<file path="src/common/replay_consts.svh">
`ifndef REPLAY_CONSTS_SVH
`define REPLAY_CONSTS_SVH

// bits per word read from the input FIFO
`define REPLAY_AXI_WIDTH 64

// every logging unit starts and ends on this grid
`define REPLAY_ALIGN 8
`define REPLAY_ALIGN_BITS 3

// largest logging unit, header included
`define REPLAY_UNIT_WIDTH 192

// length field at the bottom of each unit, in bits
`define REPLAY_OFFSET_WIDTH 8

// unit length counted in alignment units, up to 24
`define REPLAY_ALIGNED_LEN_WIDTH (`REPLAY_OFFSET_WIDTH - `REPLAY_ALIGN_BITS)

// alignment units held in one input word
`define REPLAY_AXI_ALIGNED (`REPLAY_AXI_WIDTH / `REPLAY_ALIGN)
// offset of an alignment unit inside one word
`define REPLAY_AXI_OFF_WIDTH 3

// word slots needed to hold the largest unit
`define REPLAY_NUM_AXI ((`REPLAY_UNIT_WIDTH + `REPLAY_AXI_WIDTH - 1) / `REPLAY_AXI_WIDTH)

// replay bit totals and running counts
`define REPLAY_CNT_WIDTH 64

`endif

</file>
<file path="src/common/replay_pkg.sv">
`include "replay_consts.svh"

package replay_pkg;

    // HI half of the shifting buffer
    typedef enum logic [0:0] {
        HI_EMPTY,
        HI_FULL
    } hi_state_t;

    // LO half, header word or continuation of a long unit
    typedef enum logic [1:0] {
        LO_EMPTY,
        LO_HEADER,
        LO_BODY
    } lo_state_t;

    // assembler, done state is the output strobe
    typedef enum logic [1:0] {
        ASM_WAIT_HEADER,
        ASM_WAIT_BODY,
        ASM_DONE
    } asm_state_t;

    typedef logic [`REPLAY_AXI_WIDTH-1:0] axi_word_t;
    typedef logic [`REPLAY_UNIT_WIDTH-1:0] unit_t;
    typedef logic [`REPLAY_ALIGNED_LEN_WIDTH-1:0] aligned_len_t;

endpackage

</file>
<file path="src/logic/replay_assembler.sv">
`timescale 1ns/100ps
`include "replay_consts.svh"

module replay_assembler import replay_pkg::*; (
    input  logic                            clk,
    input  logic                            sync_rst_n,
    input  logic                            asm_valid,
    input  axi_word_t                       asm_data,
    input  logic [`REPLAY_OFFSET_WIDTH-1:0] asm_len,
    output unit_t                           out_data,
    output logic                            out_wr_en
);

    localparam int SLOT_WIDTH = $clog2(`REPLAY_NUM_AXI);
    localparam int COVER_WIDTH = `REPLAY_OFFSET_WIDTH + 1;

    asm_state_t asm_state, asm_state_next;

    axi_word_t                       unit_slots [`REPLAY_NUM_AXI];
    logic [SLOT_WIDTH-1:0]           slot_cnt;
    logic [SLOT_WIDTH:0]             slot_cnt_next;
    logic [`REPLAY_OFFSET_WIDTH-1:0] unit_len;
    logic                            header_fits;
    logic                            body_covers;

    // header word alone holds the whole unit
    assign header_fits = asm_len <= `REPLAY_OFFSET_WIDTH'(`REPLAY_AXI_WIDTH);

    // words received so far, this one included, cover the length
    assign slot_cnt_next = {1'b0, slot_cnt} + 1'b1;
    assign body_covers = COVER_WIDTH'(unit_len) <=
                         COVER_WIDTH'(slot_cnt_next) * COVER_WIDTH'(`REPLAY_AXI_WIDTH);

    always_comb begin
        asm_state_next = asm_state;
        case (asm_state)
            ASM_WAIT_HEADER, ASM_DONE: begin
                // from DONE a new header loads without a bubble
                if (asm_valid) begin
                    asm_state_next = header_fits ? ASM_DONE : ASM_WAIT_BODY;
                end else begin
                    asm_state_next = ASM_WAIT_HEADER;
                end
            end
            ASM_WAIT_BODY: begin
                if (asm_valid && body_covers) begin
                    asm_state_next = ASM_DONE;
                end
            end
            default: begin
                asm_state_next = ASM_WAIT_HEADER;
            end
        endcase
    end

    always_ff @(posedge clk) begin
        if (!sync_rst_n) begin
            asm_state <= ASM_WAIT_HEADER;
            slot_cnt <= '0;
            unit_len <= '0;
        end else begin
            asm_state <= asm_state_next;
            if (asm_state == ASM_WAIT_BODY) begin
                if (asm_valid) begin
                    slot_cnt <= slot_cnt_next[SLOT_WIDTH-1:0];
                end
            end else if (asm_valid) begin
                // header word goes to slot 0
                unit_len <= asm_len;
                slot_cnt <= SLOT_WIDTH'(1);
            end
        end
    end

    // unit buffer, slots above the length keep stale data
    always_ff @(posedge clk) begin
        if (asm_valid) begin
            if (asm_state == ASM_WAIT_BODY) begin
                unit_slots[slot_cnt] <= asm_data;
            end else begin
                unit_slots[0] <= asm_data;
            end
        end
    end

    always_comb begin
        for (int i = 0; i < `REPLAY_NUM_AXI; i++) begin
            out_data[i*`REPLAY_AXI_WIDTH +: `REPLAY_AXI_WIDTH] = unit_slots[i];
        end
    end

    // one write per unit, the cycle spent in DONE
    assign out_wr_en = (asm_state == ASM_DONE);

endmodule

</file>
<file path="src/logic/replay_trace_parser.sv">
`timescale 1ns/100ps
`include "replay_consts.svh"

module replay_trace_parser import replay_pkg::*; (
    input  logic                           clk,
    input  logic                           sync_rst_n,
    input  axi_word_t                      in_data,
    input  logic                           in_empty,
    input  logic                           out_almfull,
    input  logic [`REPLAY_CNT_WIDTH-1:0]   replay_bits,
    output logic                           in_rd_en,
    output unit_t                          out_data,
    output logic                           out_wr_en,
    output logic [`REPLAY_CNT_WIDTH-1:0]   rt_replay_bits
);

    // HI and LO halves of the shifting buffer
    logic      hi_full;
    axi_word_t hi_data;
    logic      hi_lo_shift;

    // registered hand-over into the assembler
    logic                            asm_valid;
    axi_word_t                       asm_data;
    logic [`REPLAY_OFFSET_WIDTH-1:0] asm_len;

    replay_hi_stage u_hi_stage (
        .clk         (clk),
        .sync_rst_n  (sync_rst_n),
        .in_data     (in_data),
        .in_empty    (in_empty),
        .out_almfull (out_almfull),
        .replay_bits (replay_bits),
        .hi_lo_shift (hi_lo_shift),
        .in_rd_en    (in_rd_en),
        .hi_full     (hi_full),
        .hi_data     (hi_data)
    );

    replay_lo_stage u_lo_stage (
        .clk            (clk),
        .sync_rst_n     (sync_rst_n),
        .hi_full        (hi_full),
        .hi_data        (hi_data),
        .replay_bits    (replay_bits),
        .hi_lo_shift    (hi_lo_shift),
        .asm_valid      (asm_valid),
        .asm_data       (asm_data),
        .asm_len        (asm_len),
        .rt_replay_bits (rt_replay_bits)
    );

    replay_assembler u_assembler (
        .clk        (clk),
        .sync_rst_n (sync_rst_n),
        .asm_valid  (asm_valid),
        .asm_data   (asm_data),
        .asm_len    (asm_len),
        .out_data   (out_data),
        .out_wr_en  (out_wr_en)
    );

endmodule

</file>
<file path="src/shift_buffer/replay_hi_stage.sv">
`timescale 1ns/100ps
`include "replay_consts.svh"

module replay_hi_stage import replay_pkg::*; (
    input  logic                          clk,
    input  logic                          sync_rst_n,
    input  axi_word_t                     in_data,
    input  logic                          in_empty,
    input  logic                          out_almfull,
    input  logic [`REPLAY_CNT_WIDTH-1:0]  replay_bits,
    input  logic                          hi_lo_shift,
    output logic                          in_rd_en,
    output logic                          hi_full,
    output axi_word_t                     hi_data
);

    // bit offset width inside one input word
    localparam int WORD_BITS = `REPLAY_AXI_OFF_WIDTH + `REPLAY_ALIGN_BITS;
    localparam int WCNT_WIDTH = `REPLAY_CNT_WIDTH - WORD_BITS;

    hi_state_t hi_state, hi_state_next;

    logic                          hi_pad_last;
    logic                          hi_load;
    logic [`REPLAY_CNT_WIDTH-1:0]  bits_round_up;
    logic [WCNT_WIDTH-1:0]         word_total;
    logic [WCNT_WIDTH-1:0]         word_cnt;

    assign hi_full = (hi_state == HI_FULL);

    // read only with room in HI and no output back-pressure
    assign in_rd_en = !in_empty && !out_almfull && (!hi_full || hi_lo_shift);

    // words needed to carry the whole trace
    assign bits_round_up = replay_bits + (`REPLAY_AXI_WIDTH - 1);
    assign word_total = bits_round_up[`REPLAY_CNT_WIDTH-1:WORD_BITS];

    // once every trace word is in, push one zero word behind it
    // so the last unit in LO has a full HI next to it
    assign hi_pad_last = (word_cnt != '0) && (word_cnt == word_total) &&
                         (!hi_full || hi_lo_shift);

    assign hi_load = in_rd_en || hi_pad_last;

    always_comb begin
        case (hi_state)
            HI_EMPTY: begin
                hi_state_next = hi_load ? HI_FULL : HI_EMPTY;
            end
            HI_FULL: begin
                // shift with a new load keeps HI full
                if (hi_lo_shift && !hi_load) begin
                    hi_state_next = HI_EMPTY;
                end else begin
                    hi_state_next = HI_FULL;
                end
            end
            default: begin
                hi_state_next = HI_EMPTY;
            end
        endcase
    end

    always_ff @(posedge clk) begin
        if (!sync_rst_n) begin
            hi_state <= HI_EMPTY;
            word_cnt <= '0;
        end else begin
            hi_state <= hi_state_next;
            // the padding word counts too, so it is only inserted once
            if (hi_load) begin
                word_cnt <= word_cnt + 1'b1;
            end
        end
    end

    // HI word, FIFO data wins over padding
    always_ff @(posedge clk) begin
        if (in_rd_en) begin
            hi_data <= in_data;
        end else if (hi_pad_last) begin
            hi_data <= '0;
        end
    end

endmodule

</file>
<file path="src/shift_buffer/replay_lo_stage.sv">
`timescale 1ns/100ps
`include "replay_consts.svh"

module replay_lo_stage import replay_pkg::*; (
    input  logic                            clk,
    input  logic                            sync_rst_n,
    input  logic                            hi_full,
    input  axi_word_t                       hi_data,
    input  logic [`REPLAY_CNT_WIDTH-1:0]    replay_bits,
    output logic                            hi_lo_shift,
    output logic                            asm_valid,
    output axi_word_t                       asm_data,
    output logic [`REPLAY_OFFSET_WIDTH-1:0] asm_len,
    output logic [`REPLAY_CNT_WIDTH-1:0]    rt_replay_bits
);

    localparam int SUM_WIDTH = `REPLAY_ALIGNED_LEN_WIDTH + 1;
    localparam int PKT_WIDTH = `REPLAY_CNT_WIDTH - `REPLAY_ALIGN_BITS;

    lo_state_t lo_state, lo_state_next;

    axi_word_t                                           lo_word;
    logic [2*`REPLAY_AXI_ALIGNED-1:0][`REPLAY_ALIGN-1:0] window;
    logic [`REPLAY_AXI_OFF_WIDTH-1:0]                    lo_valid_off;
    logic [`REPLAY_AXI_OFF_WIDTH:0]                      off_ext;
    axi_word_t                                           lo_out_data;
    logic                                                lo_empty;
    logic                                                lo_out;
    aligned_len_t                                        lo_remain_len;
    aligned_len_t                                        lo_remain_len_reg;
    logic [SUM_WIDTH-1:0]                                exhaust_sum;
    logic                                                lo_exhaust;
    logic                                                lo_valid_satisfied;
    logic [`REPLAY_AXI_OFF_WIDTH-1:0]                    off_advance;
    logic [PKT_WIDTH-1:0]                                pkt_total;
    logic [PKT_WIDTH-1:0]                                pkt_cnt;
    aligned_len_t                                        pkt_cnt_add;
    logic                                                lo_replay_done;

    // two-word window with LO below HI, read at the valid offset
    assign window = {hi_data, lo_word};
    assign off_ext = {1'b0, lo_valid_off};
    assign lo_out_data = window[off_ext +: `REPLAY_AXI_ALIGNED];

    assign lo_empty = (lo_state == LO_EMPTY);
    // output needs HI full so the window is contiguous
    assign lo_out = hi_full && !lo_empty;
    assign hi_lo_shift = hi_full && (lo_empty || (lo_out && lo_exhaust));

    // remaining length comes from the header or from the body register
    always_comb begin
        case (lo_state)
            LO_HEADER: lo_remain_len = lo_out_data[`REPLAY_ALIGN_BITS +: `REPLAY_ALIGNED_LEN_WIDTH];
            LO_BODY:   lo_remain_len = lo_remain_len_reg;
            default:   lo_remain_len = '0;
        endcase
    end

    // widened so a long unit at a high offset cannot wrap
    assign exhaust_sum = SUM_WIDTH'(lo_remain_len) + SUM_WIDTH'(lo_valid_off);
    assign lo_exhaust = exhaust_sum >= SUM_WIDTH'(`REPLAY_AXI_ALIGNED);
    // rest of the unit fits in this output
    assign lo_valid_satisfied = lo_remain_len <= aligned_len_t'(`REPLAY_AXI_ALIGNED);
    assign off_advance = lo_valid_off + lo_remain_len[`REPLAY_AXI_OFF_WIDTH-1:0];

    always_comb begin
        lo_state_next = lo_state;
        case (lo_state)
            LO_EMPTY: begin
                if (hi_lo_shift) begin
                    lo_state_next = LO_HEADER;
                end
            end
            LO_HEADER: begin
                // long unit carries on into the next word
                if (hi_lo_shift && !lo_valid_satisfied) begin
                    lo_state_next = LO_BODY;
                end
            end
            LO_BODY: begin
                // unit tail sent so the next window starts with a header
                if (lo_out && lo_valid_satisfied) begin
                    lo_state_next = LO_HEADER;
                end
            end
            default: begin
                lo_state_next = LO_EMPTY;
            end
        endcase
    end

    always_ff @(posedge clk) begin
        if (!sync_rst_n) begin
            lo_state <= LO_EMPTY;
            lo_valid_off <= '0;
        end else begin
            lo_state <= lo_state_next;
            if (lo_out && lo_valid_satisfied) begin
                // wraps to the new LO word when the unit ends exactly on it
                lo_valid_off <= off_advance;
            end
        end
    end

    // LO word and body length qualified by the state machine
    always_ff @(posedge clk) begin
        if (hi_lo_shift) begin
            lo_word <= hi_data;
        end
        if (hi_lo_shift && !lo_valid_satisfied) begin
            lo_remain_len_reg <= lo_remain_len - aligned_len_t'(`REPLAY_AXI_ALIGNED);
        end
    end

    // alignment units handed to the assembler with one cycle per stage
    assign pkt_total = replay_bits[`REPLAY_CNT_WIDTH-1:`REPLAY_ALIGN_BITS];
    assign lo_replay_done = (pkt_total == pkt_cnt + PKT_WIDTH'(pkt_cnt_add));
    assign rt_replay_bits = {pkt_cnt, {`REPLAY_ALIGN_BITS{1'b0}}};

    always_ff @(posedge clk) begin
        if (!sync_rst_n) begin
            pkt_cnt <= '0;
            pkt_cnt_add <= '0;
        end else begin
            pkt_cnt <= pkt_cnt + PKT_WIDTH'(pkt_cnt_add);
            if (lo_out && !lo_replay_done) begin
                pkt_cnt_add <= lo_valid_satisfied ? lo_remain_len :
                               aligned_len_t'(`REPLAY_AXI_ALIGNED);
            end else begin
                pkt_cnt_add <= '0;
            end
        end
    end

    // register barrier towards the assembler
    // trailing padding never raises the strobe
    always_ff @(posedge clk) begin
        if (!sync_rst_n) begin
            asm_valid <= 1'b0;
        end else begin
            asm_valid <= lo_out && !lo_replay_done;
        end
    end

    always_ff @(posedge clk) begin
        asm_data <= lo_out_data;
        asm_len <= {lo_remain_len, {`REPLAY_ALIGN_BITS{1'b0}}};
    end

endmodule

</file>
<file path="config.mk">
export PLATFORM = sky130hd
export DESIGN_NAME = replay_trace_parser
export DESIGN_NICKNAME = d
export VERILOG_FILES = /design/src/common/replay_pkg.sv /design/src/logic/replay_assembler.sv /design/src/logic/replay_trace_parser.sv /design/src/shift_buffer/replay_hi_stage.sv /design/src/shift_buffer/replay_lo_stage.sv
export VERILOG_INCLUDE_DIRS = /design/src /design/src/common
export SDC_FILE = /design/constraint.sdc
export NUM_CORES = 1
export LEC_CHECK = 0
export BUFFER_PORTS_ARGS = -buffer_cell sky130_fd_sc_hd__buf_2
export CORE_UTILIZATION = 62
export DETAILED_ROUTE_END_ITERATION = 12
export GPL_TIMING_DRIVEN = 1
export PLACE_DENSITY_LB_ADDON = 0.3
export SLEW_MARGIN = 15
export SYNTH_ARGS = -nofsm -noshare
export SYNTH_HDL_FRONTEND = slang
export SYNTH_SLANG_ARGS = --single-unit
export TNS_END_PERCENT = 10
</file>
<file path="constraint.sdc">
create_clock -name clk -period 9.9 [get_ports clk]
set_input_delay 2.97 -clock clk [delete_from_list [all_inputs] [get_ports clk]]
set_output_delay 2.97 -clock clk [all_outputs]
set_load 0.02 [all_outputs]
</file>
== Word level (Yosys, flattened, before mapping) ==
Memory sizes are Yosys's and may differ from the RTL's.
Cells that the tools add are included.
Storage, ports and cells
  word-level logic and storage cells: 107
  memory bits (writable): 192
  output and inout bits: 258
  flip-flop bits (word level): 342
  memories kept: 1
  bits of input ports: 132
Cells by class
  equality and inequality tests: 10
  magnitude comparators: 4
  bitwise logic cells: 2
  add/sub/neg operators: 7
  mux-type cells: 27
  reductions and logical operators: 32
  shifts and indexed selects: 8
Memory list
  u_assembler.unit_slots: words 3, width 64, rd ports 3, clocked after memory_dff 0, write ports 1, RTL line replay_assembler.sv:19  | axi_word_t unit_slots [`REPLAY_NUM_AXI];
Operators by type and width (number)
  two-way mux 64 bit: 3
  variable part select 16 x 4 -> 8 bit: 8
  adder 64 x 6 -> 64 bit, second input constant: 1
  OR reduction 64 bit: 1
  adder 61 x 5 -> 61 bit: 1
  equality test 61 bit: 1
  adder 58 x 1 -> 58 bit, second input constant: 1
  equality test 58 bit: 1
  nonzero test 58 bit: 1
  two-way mux 2 bit: 10
  logical AND 1 bit: 12
  case mux 5 bit (2 select lines): 1
  less-or-equal comparator 8 x 9 -> 1 bit: 1
  two-way mux 1 bit: 9
  less-or-equal comparator 8 x 7 -> 1 bit, second input constant: 1
  zero test 1 bit: 7
  adder 5 x 3 -> 6 bit: 1
  greater-or-equal comparator 6 x 4 -> 1 bit, second input constant: 1
  != test 2 x 1 -> 1 bit, second input constant: 3
  case mux 2 bit (3 select lines): 1
  AND reduction 3 bit: 2
  less-or-equal comparator 5 x 4 -> 1 bit, second input constant: 1
  subtractor 5 x 4 -> 5 bit, second input constant: 1
  equality test 2 x 1 -> 1 bit, second input constant: 2
  other kinds (13): 19

== Logic depth before layout (Yosys ltp) ==
  depth in word-level cells: 14
  gate-level depth with buffers: 20
  mapped depth without buffers: 16

== By module ==
Synthesis repeated with hierarchy kept, for this count alone.
Unflattened totals
  cells, all modules: 2465
  area, all modules: 26893.3 um2
Modules (own cells, without submodules)
  replay_lo_stage: area each 12430.7 um2, sequential area each 4894.7 um2, instances 1, cells each 1282
  replay_hi_stage: area each 8076.5 um2, sequential area each 3103.0 um2, instances 1, cells each 915
  replay_assembler: area each 6386.1 um2, sequential area each 6005.8 um2, instances 1, cells each 268

== Worst setup path after synthesis ==
Ideal clock, no wire load.
  path type: input port to flip-flop
  start point: in replay_bits[22]
  end point: reg u_hi_stage.word_cnt[9]
  library setup time: 0.072 ns
  arrival: 6.745 ns
  data required time: 9.828 ns
  stages: 14
  slack: 3.083 ns
  path through: clkbuf_2 > nand4_2 > or4_1 > buf_2 > or3_1 > a2111oi_2 > o22ai_1 > nor3_1 > nand4_1 > o31a_1 > buf_6 > inv_2 > and3_1 > mux2i_1
Between the ends
  cells in the longest elaborated chain, start to end: 5
RTL lines
  start: declaration: RTL line replay_trace_parser.sv:10  | input logic [`REPLAY_CNT_WIDTH-1:0] replay_bits,
  adder 64 x 6 -> 64 bit: RTL line replay_hi_stage.sv:35  | assign bits_round_up = replay_bits + (`REPLAY_AXI_WIDTH - 1);
  equality test 58 bit: RTL line replay_hi_stage.sv:40  | assign hi_pad_last = (word_cnt != '0) && (word_cnt == word_total) &&
  logical AND 1 bit (2 in series): RTL line replay_hi_stage.sv:40
  logical OR 1 bit: RTL line replay_hi_stage.sv:43  | assign hi_load = in_rd_en || hi_pad_last;
  via u_hi_stage.hi_load: RTL line replay_hi_stage.sv:24  | logic hi_load;
  end signal: assignment: RTL line replay_hi_stage.sv:72  | word_cnt <= word_cnt + 1'b1;
  end: declaration: RTL line replay_hi_stage.sv:27  | logic [WCNT_WIDTH-1:0] word_cnt;
The timed path passes the listed nets, and every way through them passes these cells.
A chain may end at the register's enable or synchronous reset.

== Final worst setup path ==
  start point: reg u_lo_stage.lo_valid_off[2]
  end point: out in_rd_en
Between the ends
  cells in the longest elaborated chain, start to end: 9
  elaborated cells between the ends (all ways): 13
  those cells by class: 1 x add/sub; 1 x order compare; 5 x shift; 1 x mux; 5 x reduce/logical
RTL lines
  start: declaration: RTL line replay_lo_stage.sv:24  | logic [`REPLAY_AXI_OFF_WIDTH-1:0] lo_valid_off;
  start signal: assignment: RTL line replay_lo_stage.sv:100  | lo_valid_off <= off_advance;
  variable part select 16 x 4 -> 8 bit: RTL line replay_lo_stage.sv:43  | assign lo_out_data = window[off_ext +: `REPLAY_AXI_ALIGNED];
  via u_lo_stage.lo_out_data[4]: RTL line replay_lo_stage.sv:26  | axi_word_t lo_out_data;
  case mux 5 bit (2 select lines): RTL line replay_lo_stage.sv:52  | case (lo_state)
  via u_lo_stage.lo_remain_len[1]: RTL line replay_lo_stage.sv:29  | aligned_len_t lo_remain_len;
  adder 5 x 3 -> 6 bit: RTL line replay_lo_stage.sv:60  | assign exhaust_sum = SUM_WIDTH'(lo_remain_len) + SUM_WIDTH'(lo_valid_off);
  greater-or-equal comparator 6 x 4 -> 1 bit: RTL line replay_lo_stage.sv:61  | assign lo_exhaust = exhaust_sum >= SUM_WIDTH'(`REPLAY_AXI_ALIGNED);
  logical AND 1 bit: RTL line replay_lo_stage.sv:48  | assign hi_lo_shift = hi_full && (lo_empty || (lo_out && lo_exhaust));
  logical OR 1 bit: RTL line replay_lo_stage.sv:48
  logical AND 1 bit: RTL line replay_lo_stage.sv:48
  logical OR 1 bit: RTL line replay_hi_stage.sv:32  | assign in_rd_en = !in_empty && !out_almfull && (!hi_full || hi_lo_shift);
  logical AND 1 bit: RTL line replay_hi_stage.sv:32
  end: declaration: RTL line replay_trace_parser.sv:11  | output logic in_rd_en,
The timed path passes the listed nets, and every way through them passes these cells.

==> reports/metrics.csv <==
metric;value;unit
nets;2818;
Cells after Synth;2352;
pin count of the biggest net entering global routing;114;
first-pass GRT wire length;118000;um
Arr. time, crit path;5.41;ns
Die X;205.3;um
CTS tree;built;
CORE AREA;40830;sq um
fill count;2749;
post-synthesis register bit count;534;
Initial Utilization;62.73;%
grt ovf;0;
CTS Buffer Depth;3;
final wirelength;79920;um
r2r setup slk;4.04;ns
final setup margin;1.517;ns
switching share of power;24.01;%
crit-path max FO;113;
Seq pwr share;52.6;%
unrepaired setup endpoints after global routing;false;
Fmax;119.3;MHz
die area;42130;sq um
worst min-delay path class;flop to flop;
H-tree Lvls;2;
min Tclk post-route;8.383;ns
max reg flops;192;
Peak VDD IR;0.1375;mV
DP Worst Slack;2.198;ns
sw power;1.166;mW
EDFF count, synth;325;
fin cells;3244;
Slew HR;32.36;%
Final Skew;0.02287;ns
Cells after DPL;3144;
Yosys cell types;86;
vias per cell;6.433;
Leak;10.55;nW
endpoints failing setup;0;
Final Max Tran Viols;0;
root buf cell;clkbuf_16;
Worst-Margin Slew;1.015;ns
synth top area cells;edfxtp_1 (38%), dfxtp_1 (16%), xnor2_1 (3.9%), mux2i_1 (2.8%), nand2_1 (2.8%);
Synth area leader;edfxtp_1;
clock share of power;39.9;%
Synth Warn #;0;
Netlist Area Pre-Place;25610;sq um
CTS Buf Count;50;
Post-CTS Setup Bufs;0;
P_int;3.689;mW
number of I/O pins;390;
Primary FF master, synth;edfxtp_1;
RR Endpoint;u_hi_stage.hi_data[58];
# resized after CTS;0;
Startpoint Class;flop;
TritonRoute pass-1 iters;5;
Fin Setup TNS;0;ns
CTS Hold Bufs;0;
Seq. cell area;13950;sq um
Post-DRT Antenna Nets;0;
hold path start;u_hi_stage.hi_data[63];
vias in the first global route;19813;
final hold vios;0;
maxcap violations;0;
WL/cell;24.64;um
period utilization;84.68;%
clock-pin slew on the worst setup and hold paths;0.07;ns
Area Growth Syn to Fin;15.00;%
top cell type's share of synthesized area;38.10;%
DR iter-0 viols;2389;
Total GRT Usage;37.21;%
Critical Path RT;6.93;ns
initial antenna violation count;19;
Die Ht;205.3;um
worst-skew pair later-pin latency;0.60;ns
clock sinks;534;
worst reg2reg startpoint;u_lo_stage.lo_valid_off[2];
GPL Wtd Cong;1.029;
FF-to-FF path depth;16;
most flop-heavy register;u_assembler.unit_slots;
area of the multi-input gates;10900;sq um
post-synthesis sequential area ratio;54.44;%
routed via count;20869;
hold path depth;0;
DRC;0;
ys async rst share;0;%
kind of critical path;flop to output port;
layout cells sized above 1;21.66;%
logic gate share of total power;7.5;%
pwr dens;164.8;nW/um^2
PortBufs;386;
num rows;74;
syn avg cell area;10.89;sq um
worst hold path endpoint;u_lo_stage.lo_word[63];
status;completed;
DPL Wire Length;58530;um
CP Capture Type;output port;
[layer usage]
metal	GRT usage, %	vias up	wire length, um
met2	61.98	1198	38220
met4	15.45	22	3484
met3	8.331	233	7570
met1	46.79	10064	30520
met5	0	-	127
li1	-	9352	-
[critical path: stages (launching register included)]
cell,delay (ns)
dfxtp_4,0.98
inv_1,0.49
mux4_2,0.48
a22oi_1,0.07
nor2b_1,0.41
ha_1,0.32
a21o_1,0.16
a21o_1,0.20
nor2b_1,0.13
a31oi_1,0.23
nor4_1,0.10
buf_4,0.17
or3_1,0.33
clkinv_1,0.06
buf_4,0.40
buf_2,0.26
[Yosys cell counts (all sizes together), types with 72 or more instances]
master  number
edfxtp     325
a21oi      117
o21ai      109
dfxtp      209
nand4       80
clkbuf     115
nand3       82
and2        82
nand2      188
nor2       166
xnor2      113
mux2i       72
xor2        72
[placed cells by master (no fill, tap or decap), types with 24 or more instances in the layout]
cell	instances
nor3_1	38
or4_1	24
nor2_1	166
nand2_1	188
or3_1	47
mux2_2	37
inv_1	40
mux4_2	26
edfxtp_1	325
nand4_1	78
nand3_1	82
and3_1	46
dfxtp_1	206
and4_1	24
and2_1	82
o21ai_0	107
buf_2	386
mux2i_1	72
nor4_1	51
clkbuf_16	52
xor2_1	72
a21oi_1	117
xnor2_1	113
[per-stage QoR]
stage          utilization [%]  cell area [sq um]  hold slack, ns  power, mW
6_report                 72.14              29460          0.4143      4.855
5_1_grt                  72.10              29440          0.4341      4.981
4_1_cts                  72.10              29440          0.4255      4.861
3_5_place_dp             68.05              27780          0.4072      2.947
3_3_place_gp             68.05              27780          0.4068      2.927
2_1_floorplan                -              25620          0.4003      2.796
[worst max path at each step]
stage / start / to / slack [ns]
after floorplan: replay_bits[22] / u_hi_stage.word_cnt[9] / 3.08
after global placement: u_lo_stage.lo_valid_off[2] / in_rd_en / 2.39
after detailed placement: u_lo_stage.lo_valid_off[2] / in_rd_en / 2.20
after CTS: u_lo_stage.lo_valid_off[2] / in_rd_en / 1.55
after global routing: u_lo_stage.lo_valid_off[2] / in_rd_en / 1.19
final: u_lo_stage.lo_valid_off[2] / in_rd_en / 1.52
[power groups by stage]
stage / logic, mW / registers (mW) / clock network (mW)
6_report: 0.363 / 2.55 / 1.94
5_1_grt: 0.387 / 2.56 / 2.04
4_1_cts: 0.356 / 2.55 / 1.95
3_5_place_dp: 0.350 / 2.60 / 0
3_3_place_gp: 0.341 / 2.59 / 0
2_1_floorplan: 0.228 / 2.57 / 0
[final cells by class]
| cell class | instances | area share [%] |
|---|---|---|
| Tap cell | 532 | 2.260 |
| Clock inverter | 26 | 0.8708 |
| Multi-Input combinational cell | 1626 | 37.01 |
| Clock buffer | 67 | 4.745 |
| Antenna cell | 7 | 0.05947 |
| Sequential cell | 534 | 47.37 |
| Inverter | 44 | 0.5607 |
| Timing Repair Buffer | 408 | 7.119 |
[logic make-up (layout without fill, tap and decap cells)]
kind of cell / count (synthesis) / count (layout) / synth area share [%]
compound gates: 379 / 379 / 9.291
xor+xnor: 188 / 188 / 6.589
fa+ha+maj: 22 / 22 / 1.133
buf+inv: 194 / 545 / 3.087
flops: 534 / 534 / 54.44
mux: 135 / 135 / 6.726
other cells: 1 / 10 / 0.01464
simple gates: 899 / 899 / 18.72
(Power assumes the default switching activity.)
